[config.mk]
export PLATFORM = sky130hd
export DESIGN_NAME = axil_apb_top
export DESIGN_NICKNAME = d
export VERILOG_FILES = /design/src/hdl/axil_apb_pkg.sv /design/src/hdl/rr_arb2.sv /design/src/hdl/apb_fsm.sv /design/src/hdl/apb_wait_timer.sv /design/src/hdl/apb_xfer_capture.sv /design/src/hdl/apb_reg_target.sv /design/src/hdl/axil_apb_top.sv
export VERILOG_INCLUDE_DIRS = /design/src /design/src/include
export SDC_FILE = /design/constraint.sdc
export NUM_CORES = 1
export LEC_CHECK = 0
export BUFFER_PORTS_ARGS = -buffer_cell sky130_fd_sc_hd__buf_2
export CORE_MARGIN = 3
export CORE_UTILIZATION = 40
export DETAILED_ROUTE_END_ITERATION = 10
export GPL_TIMING_DRIVEN = 0
export HOLD_SLACK_MARGIN = 0.05
export PLACE_DENSITY = 0.57
export SLEW_MARGIN = 10
export SYNTH_ARGS = -nofsm -noshare
export SYNTH_HDL_FRONTEND = slang
export SYNTH_SLANG_ARGS = --single-unit
[constraint.sdc]
create_clock -name clk -period 4.3 [get_ports clk]
set_clock_uncertainty 0.15 [all_clocks]
set_input_delay 0.86 -clock clk [delete_from_list [all_inputs] [get_ports clk]]
set_output_delay 0.86 -clock clk [all_outputs]
set_load 0.02 [all_outputs]
[src/include/axil_apb_params.svh]
`ifndef AXIL_APB_PARAMS_SVH
`define AXIL_APB_PARAMS_SVH

// --------------------
// Bus widths
// --------------------

// Byte address on AXI4-Lite and APB
`define AXIL_APB_ADDR_W 12

// Data word on both sides
`define AXIL_APB_DATA_W 32

// --------------------
// Register target
// --------------------

// Words in the APB register bank
`define AXIL_APB_NUM_REGS 16

// Width of the wait-state setting
`define AXIL_APB_WAIT_W 5

// Access cycles without pready before the bridge gives up
`define AXIL_APB_TIMEOUT 20

`endif

[src/hdl/axil_apb_pkg.sv]
`include "axil_apb_params.svh"

package axil_apb_pkg;

  // --------------------
  // Width types
  // --------------------

  // Byte address
  typedef logic [`AXIL_APB_ADDR_W-1:0] addr_t;
  // Data word
  typedef logic [`AXIL_APB_DATA_W-1:0] data_t;
  // One strobe bit per data byte
  typedef logic [`AXIL_APB_DATA_W/8-1:0] strb_t;
  // Protection with bit 1 set for non-secure
  typedef logic [2:0] prot_t;
  // AXI response code
  typedef logic [1:0] resp_t;
  // Wait-state count
  typedef logic [`AXIL_APB_WAIT_W-1:0] wait_t;

  localparam resp_t RESP_OKAY   = 2'b00;
  localparam resp_t RESP_SLVERR = 2'b10;

  // --------------------
  // Bridge FSM
  // --------------------

  // One-hot APB phase encoding
  typedef enum logic [3:0] {
    IDLE   = 4'b0001,
    SETUP  = 4'b0010,
    ACCESS = 4'b0100,
    RESP   = 4'b1000
  } apb_state_t;

  // Captured request as driven onto APB
  typedef struct packed {
    addr_t addr;
    data_t wdata;
    strb_t strb;
    prot_t prot;
    logic  write;
  } apb_req_t;

  // Target response
  typedef struct packed {
    data_t rdata;
    logic  slverr;
  } apb_rsp_t;

endpackage

[src/hdl/rr_arb2.sv]
`timescale 1ns/10ps

module rr_arb2 (
  input  logic clk,
  input  logic rst,
  input  logic write_req,
  input  logic read_req,
  output logic write_grant,
  output logic read_grant
);

  // Set when the write side wins a tie
  logic prio_write;

  // Lone requester always wins
  // On a tie the pointer decides
  assign write_grant = write_req && (!read_req || prio_write);
  assign read_grant  = read_req && (!write_req || !prio_write);

  // Pointer moves away from whoever was just served
  always_ff @(posedge clk) begin
    if (rst) begin
      prio_write <= 1'b1;
    end else if (write_grant) begin
      prio_write <= 1'b0;
    end else if (read_grant) begin
      prio_write <= 1'b1;
    end
  end

endmodule

[src/hdl/apb_fsm.sv]
`timescale 1ns/10ps

module apb_fsm
  import axil_apb_pkg::*;
(
  input  logic       clk,
  input  logic       rst,
  output apb_state_t state,
  // AXI4-Lite handshakes
  input  logic       awvalid,
  input  logic       wvalid,
  input  logic       arvalid,
  input  logic       bready,
  input  logic       rready,
  // Arbiter
  output logic       write_req,
  output logic       read_req,
  input  logic       write_grant,
  input  logic       read_grant,
  output logic       awready,
  output logic       wready,
  output logic       arready,
  output logic       bvalid,
  output logic       rvalid,
  // Captured direction
  input  logic       is_write,
  // APB progress
  input  logic       pready,
  input  logic       expired,
  output logic       psel,
  output logic       penable,
  output logic       count_en,
  output logic       rsp_load
);

  apb_state_t state_next;
  logic       rsp_done;

  // --------------------
  // Requests and AXI side
  // --------------------

  // Write needs address and data together
  assign write_req = awvalid && wvalid && (state == IDLE);
  assign read_req  = arvalid && (state == IDLE);

  // AW and W accepted in the same cycle
  assign awready = write_grant;
  assign wready  = write_grant;
  assign arready = read_grant;

  // Only one of B and R is live in RESP
  assign bvalid = (state == RESP) && is_write;
  assign rvalid = (state == RESP) && !is_write;

  assign rsp_done = (is_write && bready) || (!is_write && rready);

  // --------------------
  // APB side
  // --------------------

  assign psel     = (state == SETUP) || (state == ACCESS);
  assign penable  = (state == ACCESS);
  assign count_en = (state == ACCESS);
  // Target answered or the timer gave up
  assign rsp_load = (state == ACCESS) && (pready || expired);

  // Next state
  always_comb begin
    state_next = state;
    case (state)
      IDLE: begin
        if (write_grant || read_grant) begin
          state_next = SETUP;
        end
      end
      SETUP: begin
        state_next = ACCESS;
      end
      ACCESS: begin
        if (pready || expired) begin
          state_next = RESP;
        end
      end
      RESP: begin
        // Held here while the master back-pressures
        if (rsp_done) begin
          state_next = IDLE;
        end
      end
      default: begin
        state_next = IDLE;
      end
    endcase
  end

  always_ff @(posedge clk) begin
    if (rst) begin
      state <= IDLE;
    end else begin
      state <= state_next;
    end
  end

endmodule

[src/hdl/apb_wait_timer.sv]
`timescale 1ns/10ps
`include "axil_apb_params.svh"

module apb_wait_timer
  import axil_apb_pkg::*;
(
  input  logic clk,
  input  logic rst,
  input  logic count_en,
  input  logic pready,
  output logic expired
);

  // Access cycles seen so far in this transfer
  wait_t cnt;

  // Counts only while the FSM sits in ACCESS
  always_ff @(posedge clk) begin
    if (rst || !count_en) begin
      cnt <= '0;
    end else begin
      cnt <= cnt + 1'b1;
    end
  end

  // Last allowed cycle passed with no answer
  // A late pready in that same cycle still wins
  assign expired = count_en && !pready &&
                   (cnt == wait_t'(`AXIL_APB_TIMEOUT - 1));

endmodule

[src/hdl/apb_xfer_capture.sv]
`timescale 1ns/10ps

module apb_xfer_capture
  import axil_apb_pkg::*;
(
  input  logic     clk,
  input  logic     rst,
  input  logic     write_grant,
  input  logic     read_grant,
  // AXI4-Lite request fields
  input  addr_t    awaddr,
  input  addr_t    araddr,
  input  prot_t    awprot,
  input  prot_t    arprot,
  input  data_t    wdata,
  input  strb_t    wstrb,
  // Request held for the APB transfer
  output apb_req_t req,
  // Response capture
  input  logic     rsp_load,
  input  logic     expired,
  input  apb_rsp_t rsp,
  output resp_t    bresp,
  output resp_t    rresp,
  output data_t    rdata
);

  apb_rsp_t rsp_q;
  resp_t    resp_code;

  // --------------------
  // Request side
  // --------------------

  // Address and protection follow the granted channel
  // Data and strobes only matter for writes
  always_ff @(posedge clk) begin
    if (write_grant || read_grant) begin
      req.addr  <= write_grant ? awaddr : araddr;
      req.prot  <= write_grant ? awprot : arprot;
      req.wdata <= wdata;
      req.strb  <= wstrb;
      req.write <= write_grant;
    end
  end

  // --------------------
  // Response side
  // --------------------

  always_ff @(posedge clk) begin
    if (rst) begin
      rsp_q <= '0;
    end else if (rsp_load) begin
      if (expired) begin
        // Abandoned transfer carries no data
        rsp_q.slverr <= 1'b1;
        rsp_q.rdata  <= '0;
      end else begin
        rsp_q <= rsp;
      end
    end
  end

  assign resp_code = rsp_q.slverr ? RESP_SLVERR : RESP_OKAY;

  // Same code on both; the FSM picks which valid is raised
  assign bresp = resp_code;
  assign rresp = resp_code;
  assign rdata = rsp_q.rdata;

endmodule

[src/hdl/apb_reg_target.sv]
`timescale 1ns/10ps
`include "axil_apb_params.svh"

module apb_reg_target
  import axil_apb_pkg::*;
(
  input  logic     clk,
  input  logic     rst,
  input  logic     psel,
  input  logic     penable,
  input  apb_req_t req,
  output logic     pready,
  output apb_rsp_t rsp
);

  localparam int WAIT_IDX   = `AXIL_APB_NUM_REGS - 1;
  localparam int SECURE_IDX = `AXIL_APB_NUM_REGS - 2;

  // Plain data words; the last index holds the wait setting instead
  data_t       bank [0:`AXIL_APB_NUM_REGS-2];
  wait_t       wait_q;
  wait_t       wait_cnt;
  wait_t       wait_eff;
  logic [3:0]  idx;
  logic        unmapped;
  logic        secure_err;
  logic        err;
  logic        in_access;
  logic        do_write;

  // --------------------
  // Decode
  // --------------------

  assign idx = req.addr[5:2];
  // Anything at 0x040 or above
  assign unmapped   = |req.addr[`AXIL_APB_ADDR_W-1:6];
  // Non-secure master touching the protected word
  assign secure_err = (idx == SECURE_IDX) && req.prot[1];
  assign err        = unmapped || secure_err;

  // Errors on unmapped space and the wait register answer at once
  assign wait_eff = (unmapped || (idx == WAIT_IDX)) ? '0 : wait_q;

  assign in_access = psel && penable;
  assign pready    = in_access && (wait_cnt == wait_eff);
  assign do_write  = pready && req.write && !err;

  // Wait cycles spent in ACCESS so far
  // A dropped psel discards the partial count
  always_ff @(posedge clk) begin
    if (rst || !psel || pready) begin
      wait_cnt <= '0;
    end else if (in_access) begin
      wait_cnt <= wait_cnt + 1'b1;
    end
  end

  // --------------------
  // Register bank
  // --------------------

  always_ff @(posedge clk) begin
    if (rst) begin
      for (int i = 0; i < `AXIL_APB_NUM_REGS - 1; i++) begin
        bank[i] <= '0;
      end
      wait_q <= '0;
    end else if (do_write) begin
      if (idx == WAIT_IDX) begin
        // Wait field sits in byte 0
        if (req.strb[0]) begin
          wait_q <= req.wdata[`AXIL_APB_WAIT_W-1:0];
        end
      end else begin
        // Byte merge under strobes
        for (int b = 0; b < `AXIL_APB_DATA_W / 8; b++) begin
          if (req.strb[b]) begin
            bank[idx][8*b +: 8] <= req.wdata[8*b +: 8];
          end
        end
      end
    end
  end

  // Read data is zero on any error
  always_comb begin
    rsp.slverr = err;
    if (err) begin
      rsp.rdata = '0;
    end else if (idx == WAIT_IDX) begin
      rsp.rdata = data_t'(wait_q);
    end else begin
      rsp.rdata = bank[idx];
    end
  end

endmodule

[src/hdl/axil_apb_top.sv]
`timescale 1ns/10ps

module axil_apb_top
  import axil_apb_pkg::*;
(
  input  logic  clk,
  input  logic  rst,
  // Write address
  input  addr_t awaddr,
  input  prot_t awprot,
  input  logic  awvalid,
  output logic  awready,
  // Write data
  input  data_t wdata,
  input  strb_t wstrb,
  input  logic  wvalid,
  output logic  wready,
  // Write response
  output resp_t bresp,
  output logic  bvalid,
  input  logic  bready,
  // Read address
  input  addr_t araddr,
  input  prot_t arprot,
  input  logic  arvalid,
  output logic  arready,
  // Read data
  output data_t rdata,
  output resp_t rresp,
  output logic  rvalid,
  input  logic  rready
);

  // --------------------
  // Internal nets
  // --------------------

  logic       write_req;
  logic       read_req;
  logic       write_grant;
  logic       read_grant;
  logic       psel;
  logic       penable;
  logic       pready;
  logic       count_en;
  logic       expired;
  logic       rsp_load;
  apb_req_t   apb_req;
  apb_rsp_t   apb_rsp;

  // Write or read picked when both wait in IDLE
  rr_arb2 arb0 (
    .clk         (clk),
    .rst         (rst),
    .write_req   (write_req),
    .read_req    (read_req),
    .write_grant (write_grant),
    .read_grant  (read_grant)
  );

  // Phase sequencing and AXI handshakes
  apb_fsm fsm0 (
    .clk         (clk),
    .rst         (rst),
    .state       (),
    .awvalid     (awvalid),
    .wvalid      (wvalid),
    .arvalid     (arvalid),
    .bready      (bready),
    .rready      (rready),
    .write_req   (write_req),
    .read_req    (read_req),
    .write_grant (write_grant),
    .read_grant  (read_grant),
    .awready     (awready),
    .wready      (wready),
    .arready     (arready),
    .bvalid      (bvalid),
    .rvalid      (rvalid),
    .is_write    (apb_req.write),
    .pready      (pready),
    .expired     (expired),
    .psel        (psel),
    .penable     (penable),
    .count_en    (count_en),
    .rsp_load    (rsp_load)
  );

  // Aborts a stalled ACCESS
  apb_wait_timer timer0 (
    .clk      (clk),
    .rst      (rst),
    .count_en (count_en),
    .pready   (pready),
    .expired  (expired)
  );

  // Request and response holding registers
  apb_xfer_capture cap0 (
    .clk         (clk),
    .rst         (rst),
    .write_grant (write_grant),
    .read_grant  (read_grant),
    .awaddr      (awaddr),
    .araddr      (araddr),
    .awprot      (awprot),
    .arprot      (arprot),
    .wdata       (wdata),
    .wstrb       (wstrb),
    .req         (apb_req),
    .rsp_load    (rsp_load),
    .expired     (expired),
    .rsp         (apb_rsp),
    .bresp       (bresp),
    .rresp       (rresp),
    .rdata       (rdata)
  );

  // The only APB target
  apb_reg_target tgt0 (
    .clk     (clk),
    .rst     (rst),
    .psel    (psel),
    .penable (penable),
    .req     (apb_req),
    .pready  (pready),
    .rsp     (apb_rsp)
  );

endmodule

==> run_results.csv, run 1 <==
group,metric,value,unit
logic_synthesis,synth_top_area_share,0.627,
clock_network,cts_tree,"yes",
timing,fmax,245,MHz
clock_network,hold_buffers,0,
detailed_routing,via_per_inst,5.91,
timing,slew_headroom,0.0768,
finish,layout_commonest_cell,"edfxtp_1",
logic_synthesis,synthesis.area,0.0268,mm2
global_route,grt_pass1_vias,18177,
floorplanning,die_y,265,um
detailed_routing,routed_wl,85000,um
setup_path,cp-start-kind,"register",
global_route,use_met2,0.394,
placement,dp_hpwl,58800,um
timing,period_needed,4080,ps
global_route,grt_overflow_total,0,
finish,diodes,0,
clock_network,clkSinkCount,617,
clock_network,clock_latency,620,ps
timing,finalSetupTns,0,ps
finish,seq_area,0.0180,mm2
timing,tightest_slew,1370,ps
global_route,grt_pass1_wl,123000,um
floorplanning,core,0.0661,mm2
hold_path,min_path_type,"in -> reg",
timing,setup_slack,219,ps
timing,fin_crit_sh,0.949,
logic_synthesis,yosys_warnings,0,
clock_network,cts_max_path_buffers,3,
clock_network,cts.clk_slew.worst_paths,60,ps
floorplanning,die-area,0.0702,mm2
floorplanning,rows,94,
floorplanning,initial_core_util,0.406,
setup_path,crit_path_max_fanout,10,
floorplanning,fp.dieW,265,um
finish,multiInputGateArea,0.00833,mm2
timing,finalSetupViolations,0,
logic_synthesis,syn_inst,1866,
clock_network,cts_buffers,71,
power,peakVddDrop,273,uV
clock_network,cts-root-buf,"clkbuf_16",
detailed_routing,routed-via-count,17937,
timing,grt_setup_unrepaired,"false",
logic_synthesis,ys.flop_type,"edfxtp_1",
global_route,grt_usage,0.243,
finish,fin_nets,2190,
detailed_routing,drc,0,
global_route,use_met1,0.318,
detailed_routing,routedWlPerCell,28.0,um
logic_synthesis,synthArstFlopShare,0,
power,total_power,14800,uW
logic_synthesis,synth.area.top_cells,"edfxtp_1 63%, mux4_2 13%, nor2_1 4.6%, dfxtp_1 4.3%, nor3_1 3.6%",
detailed_routing,drt_first_iter_violations,2151,
setup_path,cp.required,4390,ps
finish,final_util,0.473,
timing,hold_viol,0,
clock_network,htreeDepth,3,
timing,drv_slew,0,
placement,pre_cts_slack,217,ps
logic_synthesis,ys_types,58,
global_route,grt_start_max_net_pins,29,
global_route,gr-usage-met3,0.0621,
outcome,status,"finished clean",
logic_synthesis,syn-mean-instance-area,14.4,um2
logic_synthesis,ys_seq_area_frac,0.669,
placement,io_buffers,102,
finish,layout_common_cells,"560 x edfxtp_1, 327 x nor2_1, 191 x nor3_1",
setup_path,criticalPathCategory,"reg -> reg",
finish,fillerInstances,5900,
global_route,grt_busiest_layer,"met2",
logic_synthesis,synth_edf_count,560,
floorplanning,io_pins,114,
detailed_routing,dr.pass1.iters,9,
logic_synthesis,yosys.area.top_type,"edfxtp_1",
placement,gp_congestion,0.872,
detailed_routing,postRouteAntennaNets,0,
setup_path,crit_arrival,4170,ps
clock_network,cts_resized,0,
setup_path,end_kind,"register",
global_route,antenna_found_initial,2,
power,power_density,473,mW/mm2
finish,drive_gt1_frac,0.220,
run,maxCapViolCount,0,
logic_synthesis,ys_ff_latch,617,
finish,area_growth,16.6,%
clock_network,cts_setup_buffers,0,
power,leakagePower,0.0103,uW
[Yosys cell counts, types with 2 or more instances]
cell type  number
nor2b_1         7
and4_1          3
mux2_2         17
a2111oi_0       2
mux2i_1        20
mux4_2        151
dfxtp_1        57
nor4bb_1        2
o31ai_1        10
nand3b_1        3
a21o_1         11
nand2_1        83
and4b_1         2
a211oi_1        5
nor2_1        327
a21oi_1         3
a22o_1         28
buf_6           3
nand4_1         9
edfxtp_1      560
xnor2_1         3
a31oi_1         4
or3_1           2
ha_1            2
o21ai_0        44
buf_2          25
clkbuf_1      123
and3_1          2
nor4_1          3
inv_1           5
buf_1          19
nand3_1        88
buf_4           5
o2bb2ai_1       4
nor3_1        192
and2_1         14
xor2_1          6
nand2b_1        2
[sequential cells by signal (all words and copies together) (netlist names), named ones only]
signal / count
tgt0.wait_cnt: 5
tgt0.wait_q: 5
tgt0.bank: 512
cap0.rsp_q: 1
arb0.prio_write: 1
cap0.rdata: 32
cap0.req: 48
timer0.cnt: 5
fsm0.state: 4
[logic make-up (layout without fill, tap and decap cells)]
kind of cell,Yosys count,count (layout),share of synthesized area
muxes,188,188,0.141
buffers and inverters,181,453,0.0280
xor gates and xnor gates,9,9,0.00294
adders and majority gates,2,2,0.000932
DFF,617,617,0.669
AOI/OAI and AO/OA,122,122,0.0324
and+or+nand+nor,746,746,0.125
other,1,34,0.000140
[final timing paths]
kind | from | end | slack [ps] | cells after the start
max | cap0.req[43] | tgt0.bank[7][17] | 220 | 8
min | wdata[5] | cap0.req[13] | 270 | 1
max reg2reg | cap0.req[43] | tgt0.bank[7][17] | 220 | 8
min reg2reg | timer0.cnt[0] | timer0.cnt[0] | 300 | 1
[power breakdown]
part / switching, uW / leakage, uW / internal, uW
clock network: 2470 / 0.00113 / 3560
registers: 124 / 0.00619 / 6780
logic: 1140 / 0.00302 / 717
total: 3740 / 0.0103 / 11100
[per-layer routing]
layer  wire (um)  part of all wire
met4        3330             0.039
met1       32600              0.38
met2       40600              0.48
met3        8450             0.099
met5           0                 0
[stage by stage]
stage	hold slack, ps	std cells	cell area, um2
after floorplan	268	1899	27000
after global placement	286	2865	28600
after detailed placement	292	2906	29000
after CTS	243	3035	31300
after global routing	240	3035	31300
final	266	3035	31300
[cell type report]
cell class | count | share of cell area
flip-flops and latches | 617 | 0.574
multi-input cells | 1101 | 0.266
clock buffers | 97 | 0.0649
well taps | 864 | 0.0346
repair buffers | 143 | 0.0273
plain buffers | 175 | 0.0235
clock inverters | 32 | 0.00892
inverters | 6 | 0.000720
[worst max-delay path, stage by stage (launching register included)]
cell and delay (ps):
edfxtp_1 490, nand4_1 180, clkbuf_1 390, nand4_1 220
a221oi_4 440, nand4_1 360, nor3_1 410, clkbuf_1 510
a21o_1 560
Power figures use the tool's default switching activity.
==> run 2: changes to the inputs <==
- CORE_MARGIN: 3 -> 2
- PLACE_DENSITY: 0.57 -> 0.59
- clock period: 4.3 -> 3.6 ns (I/O delays scaled with it)
==> run 2 against run 1 <==
The run now ends with negative setup slack left; cell count is 0.13% higher; maximum frequency is 12% higher; final area is 0.26% higher; hold slack worse by 140 ps; wire length is 1.2% lower; flip-flop and latch count stayed put; register-to-register slack worse by 250 ps; sequential share of layout area is 0.15 points lower; sequential power is 20% higher; global-route usage is 0.052 points higher.
==> run_results.csv, run 2 (synthesis results as in run 1) <==
group,metric,value,unit
outcome,status,"finished with violations",
outcome,failed_checks,"negative setup slack",
timing,grt_setup_unrepaired,"true",
floorplanning,initial_core_util,0.406,
timing,fmax,275,MHz
floorplanning,die-area,0.0692,mm2
timing,fin_crit_sh,1.01,
floorplanning,rows,94,
placement,dp_hpwl,58300,um
power,power_density,556,mW/mm2
power,intPower,13000,uW
finish,multiInputGateArea,0.00844,mm2
clock_network,cts-root-buf,"clkbuf_16",
timing,setup_slack,-34.7,ps
setup_path,cp.required,3780,ps
clock_network,cts_buffers,70,
finish,final_area,0.0314,mm2
finish,layout_commonest_cell,"edfxtp_1",
detailed_routing,routed_wl,84000,um
global_route,antenna_found_initial,2,
clock_network,cts_max_path_buffers,3,
finish,largest_register_ff_count,512,
power,pwr-share-clk,0.399,
finish,layout_common_cells,"560 x edfxtp_1, 326 x nor2_1, 190 x nor3_1",
setup_path,max_stage_delay,630,ps
finish,reg.largest.list,"tgt0.bank: 512 flops, cap0.req: 48 flops, cap0.rdata: 32 flops",
global_route,grt_overflow_total,0,
placement,io_buffers,102,
floorplanning,fp.dieW,263,um
detailed_routing,drc,0,
finish,regMostFlops,"tgt0.bank",
global_route,grt_pass1_wl,122000,um
detailed_routing,routedWlPerCell,27.6,um
timing,period_needed,3630,ps
global_route,grt_usage,0.243,
timing,finalSetupViolations,6,
setup_path,criticalPathCategory,"reg -> reg",
detailed_routing,routed-via-count,18000,
timing,timing.hold.ws,121,ps
finish,drive_gt1_frac,0.232,
placement,dpl_cell_area,0.0290,mm2
clock_network,cts.clk_slew.worst_paths,60,ps
power,seqPwrFrac,0.473,
timing,tightest_slew,1230,ps
timing,hold_viol,0,
detailed_routing,dr.pass1.iters,6,
power,p_sw_frac,0.255,
clock_network,cts_tree,"yes",
detailed_routing,drt_first_iter_violations,2228,
finish,fin_cells,3039,
detailed_routing,postRouteAntennaNets,0,
setup_path,crit_path_frequent_cell,"clkbuf_1",
power,peakVddDrop,301,uV
finish,diodes,0,
setup_path,cp-start-kind,"register",
setup_path,crit_path_max_fanout,10,
floorplanning,die_y,263,um
power,leakagePower,0.0104,uW
run,maxCapViolCount,0,
timing,drv_slew,0,
floorplanning,core,0.0661,mm2
global_route,grt_start_max_net_pins,31,
clock_network,clkSinkCount,617,
power,combPwrFrac,0.128,
setup_path,crit_arrival,3820,ps
timing,slew_headroom,0.178,
placement,dp_cells,2910,
finish,fillerInstances,5844,
placement,gp_congestion,0.864,
power,p_sw,4440,uW
clock_network,htreeDepth,3,
finish,fin_nets,2197,
floorplanning,io_pins,114,
hold_path,min_path_type,"in -> reg",
setup_path,path_cells,"nor2b_1 > clkbuf_1 > nor2b_1 > a221oi_2 > and4_1 > buf_2 > nand2_1 > clkbuf_1 > clkbuf_1 > nor3_1",
detailed_routing,via_per_inst,5.92,
finish,seq_area,0.0180,mm2
clock_network,clock_latency,620,ps
finish,area_growth,16.9,%
global_route,grt_pass1_vias,18250,
setup_path,end_kind,"register",
setup_path,worst_path_max_delay_cell,"clkbuf_1",
## run 2: cell types whose count changed in the layout (fill, tap and decap cells not counted), sizes merged
cell           delta
inv               -1
clkdlybuf4s15     +1
clkbuf            -1
clkinv            -1
bufinv            -1
buf               +7
## run 2: worst paths after layout
check | startpoint | cells after the start | slack (ps) | to
setup / recovery | cap0.req[42] | 10 | -30 | tgt0.bank[14][18]
hold reg to reg | timer0.cnt[0] | 1 | 300 | timer0.cnt[0]
setup reg to reg | cap0.req[42] | 10 | -30 | tgt0.bank[14][18]
hold / removal | wdata[23] | 1 | 120 | cap0.req[31]
## run 2: cell type report
type                    instances  area share
plain buffers                 175      0.0243
clock buffers                  96      0.0622
clock inverters                29     0.00778
inverters                       6    0.000718
multi-input cells            1101       0.269
flip-flops and latches        617       0.572
well taps                     864      0.0345
repair buffers                151      0.0290
## run 2: critical path: cells and delay by family (launching register included)
| family | cells | cell delay (ps) |
|---|---|---|
| buffers and inverters | 4 | 1500 |
| AOI/OAI and AO/OA | 1 | 160 |
| DFF | 1 | 490 |
| and+or+nand+nor | 5 | 1030 |
## run 2: metal layers
| metal | track usage | up-vias | part of all wire |
|---|---|---|---|
| met3 | 0.0607 | 241 | 0.10 |
| li1 | - | 7609 | - |
| met5 | 0 | - | 0.00015 |
| met1 | 0.315 | 9036 | 0.38 |
| met4 | 0.0968 | 2 | 0.043 |
| met2 | 0.395 | 1112 | 0.47 |
## run 2: repair_timing
item	in CTS	in global routing
buffers inserted	2	1
pin swaps	2	1
endpoints found under the setup margin	408	463
hold buffers	0	0
resized for setup	32	14
## run 2: power groups by stage
stage / combinational (uW) / sequential (uW) / clock [uW]
after floorplan: 1380 / 8320 / 0
after global placement: 2120 / 8400 / 0
after detailed placement: 2190 / 8400 / 0
after CTS: 2210 / 8250 / 7020
after global routing: 2340 / 8270 / 7280
final: 2230 / 8250 / 6950
## run 2: stage by stage
stage	setup slack (ps)	utilization	setup TNS [ps]	power (uW)
after detailed placement	-539	0.438	-67810	10600
after global routing	-73.0	0.475	-915	17900
final	-34.7	0.475	-66.7	17400
after global placement	-1170	0.432	-314770	10500
after CTS	3.73	0.474	0	17500
after floorplan	359	-	0	9710
==> run 3: changes to the inputs <==
- TNS_END_PERCENT: default -> 1
==> run 3 against run 2 <==
The run still ends with negative setup slack left; final area about the same; maximum frequency is 0.63% lower; critical path type unchanged; count of clock-buffer cells in the layout unchanged; die area unchanged; global-route usage unchanged; first-iteration DRC count increased by 3.9%.
==> run_results.csv, run 3 (synthesis results as in run 1) <==
group,metric,value,unit
hold_path,min_path_type,"in -> reg",
finish,area_growth,16.8,%
power,leakagePower,0.0104,uW
global_route,grt_overflow_total,0,
setup_path,path_cells,"nor2b_1 > clkbuf_1 > nor2b_1 > a221oi_2 > and4_1 > buf_2 > nand2_1 > clkbuf_1 > clkbuf_1 > nor3_1",
clock_network,cts_max_path_buffers,3,
hold_path,hold_depth,1,
clock_network,cts.clk_slew.worst_paths,60,ps
detailed_routing,drc,0,
global_route,grt_usage,0.243,
power,seqPwrFrac,0.473,
setup_path,criticalPathCategory,"reg -> reg",
finish,diodes,0,
finish,reg.largest.list,"tgt0.bank: 512 flops, cap0.req: 48 flops, cap0.rdata: 32 flops",
power,total_power,17400,uW
finish,final_util,0.474,
floorplanning,core,0.0661,mm2
power,intPower,13000,uW
placement,dp_hpwl,58300,um
floorplanning,io_pins,114,
setup_path,worst_path_max_delay_cell,"clkbuf_1",
setup_path,end_kind,"register",
setup_path,max_stage_delay,630,ps
finish,fin_nets,2196,
floorplanning,rows,94,
detailed_routing,wl_met3,8730,um
floorplanning,die-area,0.0692,mm2
setup_path,crit_path_max_fanout,10,
clock_network,cts_buffers,70,
timing,slew_headroom,0.185,
timing,setup_slack,-57.8,ps
global_route,grt_start_max_net_pins,31,
placement,dpl_cell_area,0.0290,mm2
detailed_routing,routed_wl,83900,um
clock_network,clock_latency,630,ps
detailed_routing,dr.pass1.iters,6,
power,p_sw,4450,uW
clock_network,cts_tree,"yes",
timing,tightest_slew,1220,ps
placement,gp_congestion,0.864,
power,combPwrFrac,0.128,
finish,final_area,0.0314,mm2
finish,layout_common_cells,"560 x edfxtp_1, 326 x nor2_1, 190 x nor3_1",
run,maxCapViolCount,0,
detailed_routing,routedWlPerCell,27.6,um
setup_path,crit_arrival,3840,ps
timing,finalSetupViolations,11,
detailed_routing,wirelength_met1,31900,um
clock_network,cts-root-buf,"clkbuf_16",
setup_path,reg2regPathDepth,10,
power,power_density,556,mW/mm2
finish,drive_gt1_frac,0.231,
power,pwr-share-clk,0.400,
finish,multiInputGateArea,0.00844,mm2
clock_network,htreeDepth,3,
timing,hold_viol,0,
finish,fillerInstances,5847,
setup_path,cp.required,3780,ps
global_route,grt_pass1_vias,18250,
timing,drv_slew,0,
detailed_routing,dr_wl_met2,39800,um
power,peakVddDrop,300,uV
finish,regMostFlops,"tgt0.bank",
global_route,antenna_found_initial,2,
timing,period_needed,3660,ps
detailed_routing,drt_first_iter_violations,2316,
outcome,status,"finished with violations",
placement,io_buffers,102,
floorplanning,initial_core_util,0.406,
detailed_routing,route.top_layer_used,"met5",
outcome,failed_checks,"negative setup slack",
setup_path,cp-start-kind,"register",
timing,fmax,273,MHz
setup_path,crit_path_frequent_cell,"clkbuf_1",
power,p_sw_frac,0.255,
detailed_routing,routed-via-count,17934,
timing,grt_setup_unrepaired,"true",
detailed_routing,postRouteAntennaNets,0,
detailed_routing,via_per_inst,5.90,
floorplanning,fp.dieW,263,um
finish,layout_commonest_cell,"edfxtp_1",
timing,fin_crit_sh,1.02,
floorplanning,die_y,263,um
finish,largest_register_ff_count,512,
clock_network,clkSinkCount,617,
global_route,grt_pass1_wl,122000,um
finish,seq_area,0.0180,mm2
==> run 3: cell count changes in the layout (fill, tap and decap cells not counted) <==
cell / before / now
buf_4: 49 / 48
a21o_2: 9 / 8
a21o_1: 2 / 3
==> run 3: worst max-delay path: cells and delay by family (launching register included) <==
family	cells	cell delay, ps
DFF	1	490
and+or+nand+nor	5	1020
buffers and inverters	4	1530
AOI/OAI and AO/OA	1	160
==> run 3: through the flow <==
| step | TNS [ps] | hold slack, ps | cells | setup slack (ps) |
|---|---|---|---|---|
| 2_1_floorplan | 0 | 268 | 1899 | 359 |
| 3_3_place_gp | -314770 | 279 | 2865 | -1170 |
| 3_5_place_dp | -67810 | 290 | 2910 | -539 |
| 4_1_cts | 0 | 103 | 3037 | 3.73 |
| 5_1_grt | -962 | 102 | 3038 | -73.0 |
| 6_report | -205 | 121 | 3038 | -57.8 |
==> run 3: repair_timing <==
action,in CTS,in global routing
hold buffers,0,0
hold endpoints to repair,0,0
endpoints found under the setup margin,408,463
resized for setup,32,13
pin swaps,2,1
buffers inserted,2,0
==> run 3: cell type report <==
type,instances,area share
well taps,864,0.0345
repair buffers,150,0.0288
inverters,6,0.000718
plain buffers,175,0.0243
flip-flops and latches,617,0.573
clock inverters,29,0.00778
multi-input cells,1101,0.269
clock buffers,96,0.0622
==> run 3: path summary, 6_finish.rpt <==
check | slack, ps | startpoint | to
worst max-delay path | -60 | cap0.req[42] | tgt0.bank[14][18]
worst min-delay path | 120 | wstrb[2] | cap0.req[6]
worst max register to register | -60 | cap0.req[42] | tgt0.bank[14][18]
worst min register to register | 300 | timer0.cnt[0] | timer0.cnt[0]
==> run 3: power groups by stage <==
stage / logic (uW) / clock network (uW) / registers (uW)
4_1_cts: 2210 / 7020 / 8250
3_3_place_gp: 2120 / 0 / 8400
6_report: 2230 / 6970 / 8250
3_5_place_dp: 2190 / 0 / 8400
5_1_grt: 2340 / 7280 / 8270
2_1_floorplan: 1380 / 0 / 8320
==> run 3: layer usage <==
| layer | track usage | up-vias |
|---|---|---|
| met1 | 0.315 | 9009 |
| met5 | 0 | - |
| met2 | 0.395 | 1091 |
| met3 | 0.0607 | 227 |
| met4 | 0.0968 | 2 |
| li1 | - | 7605 |
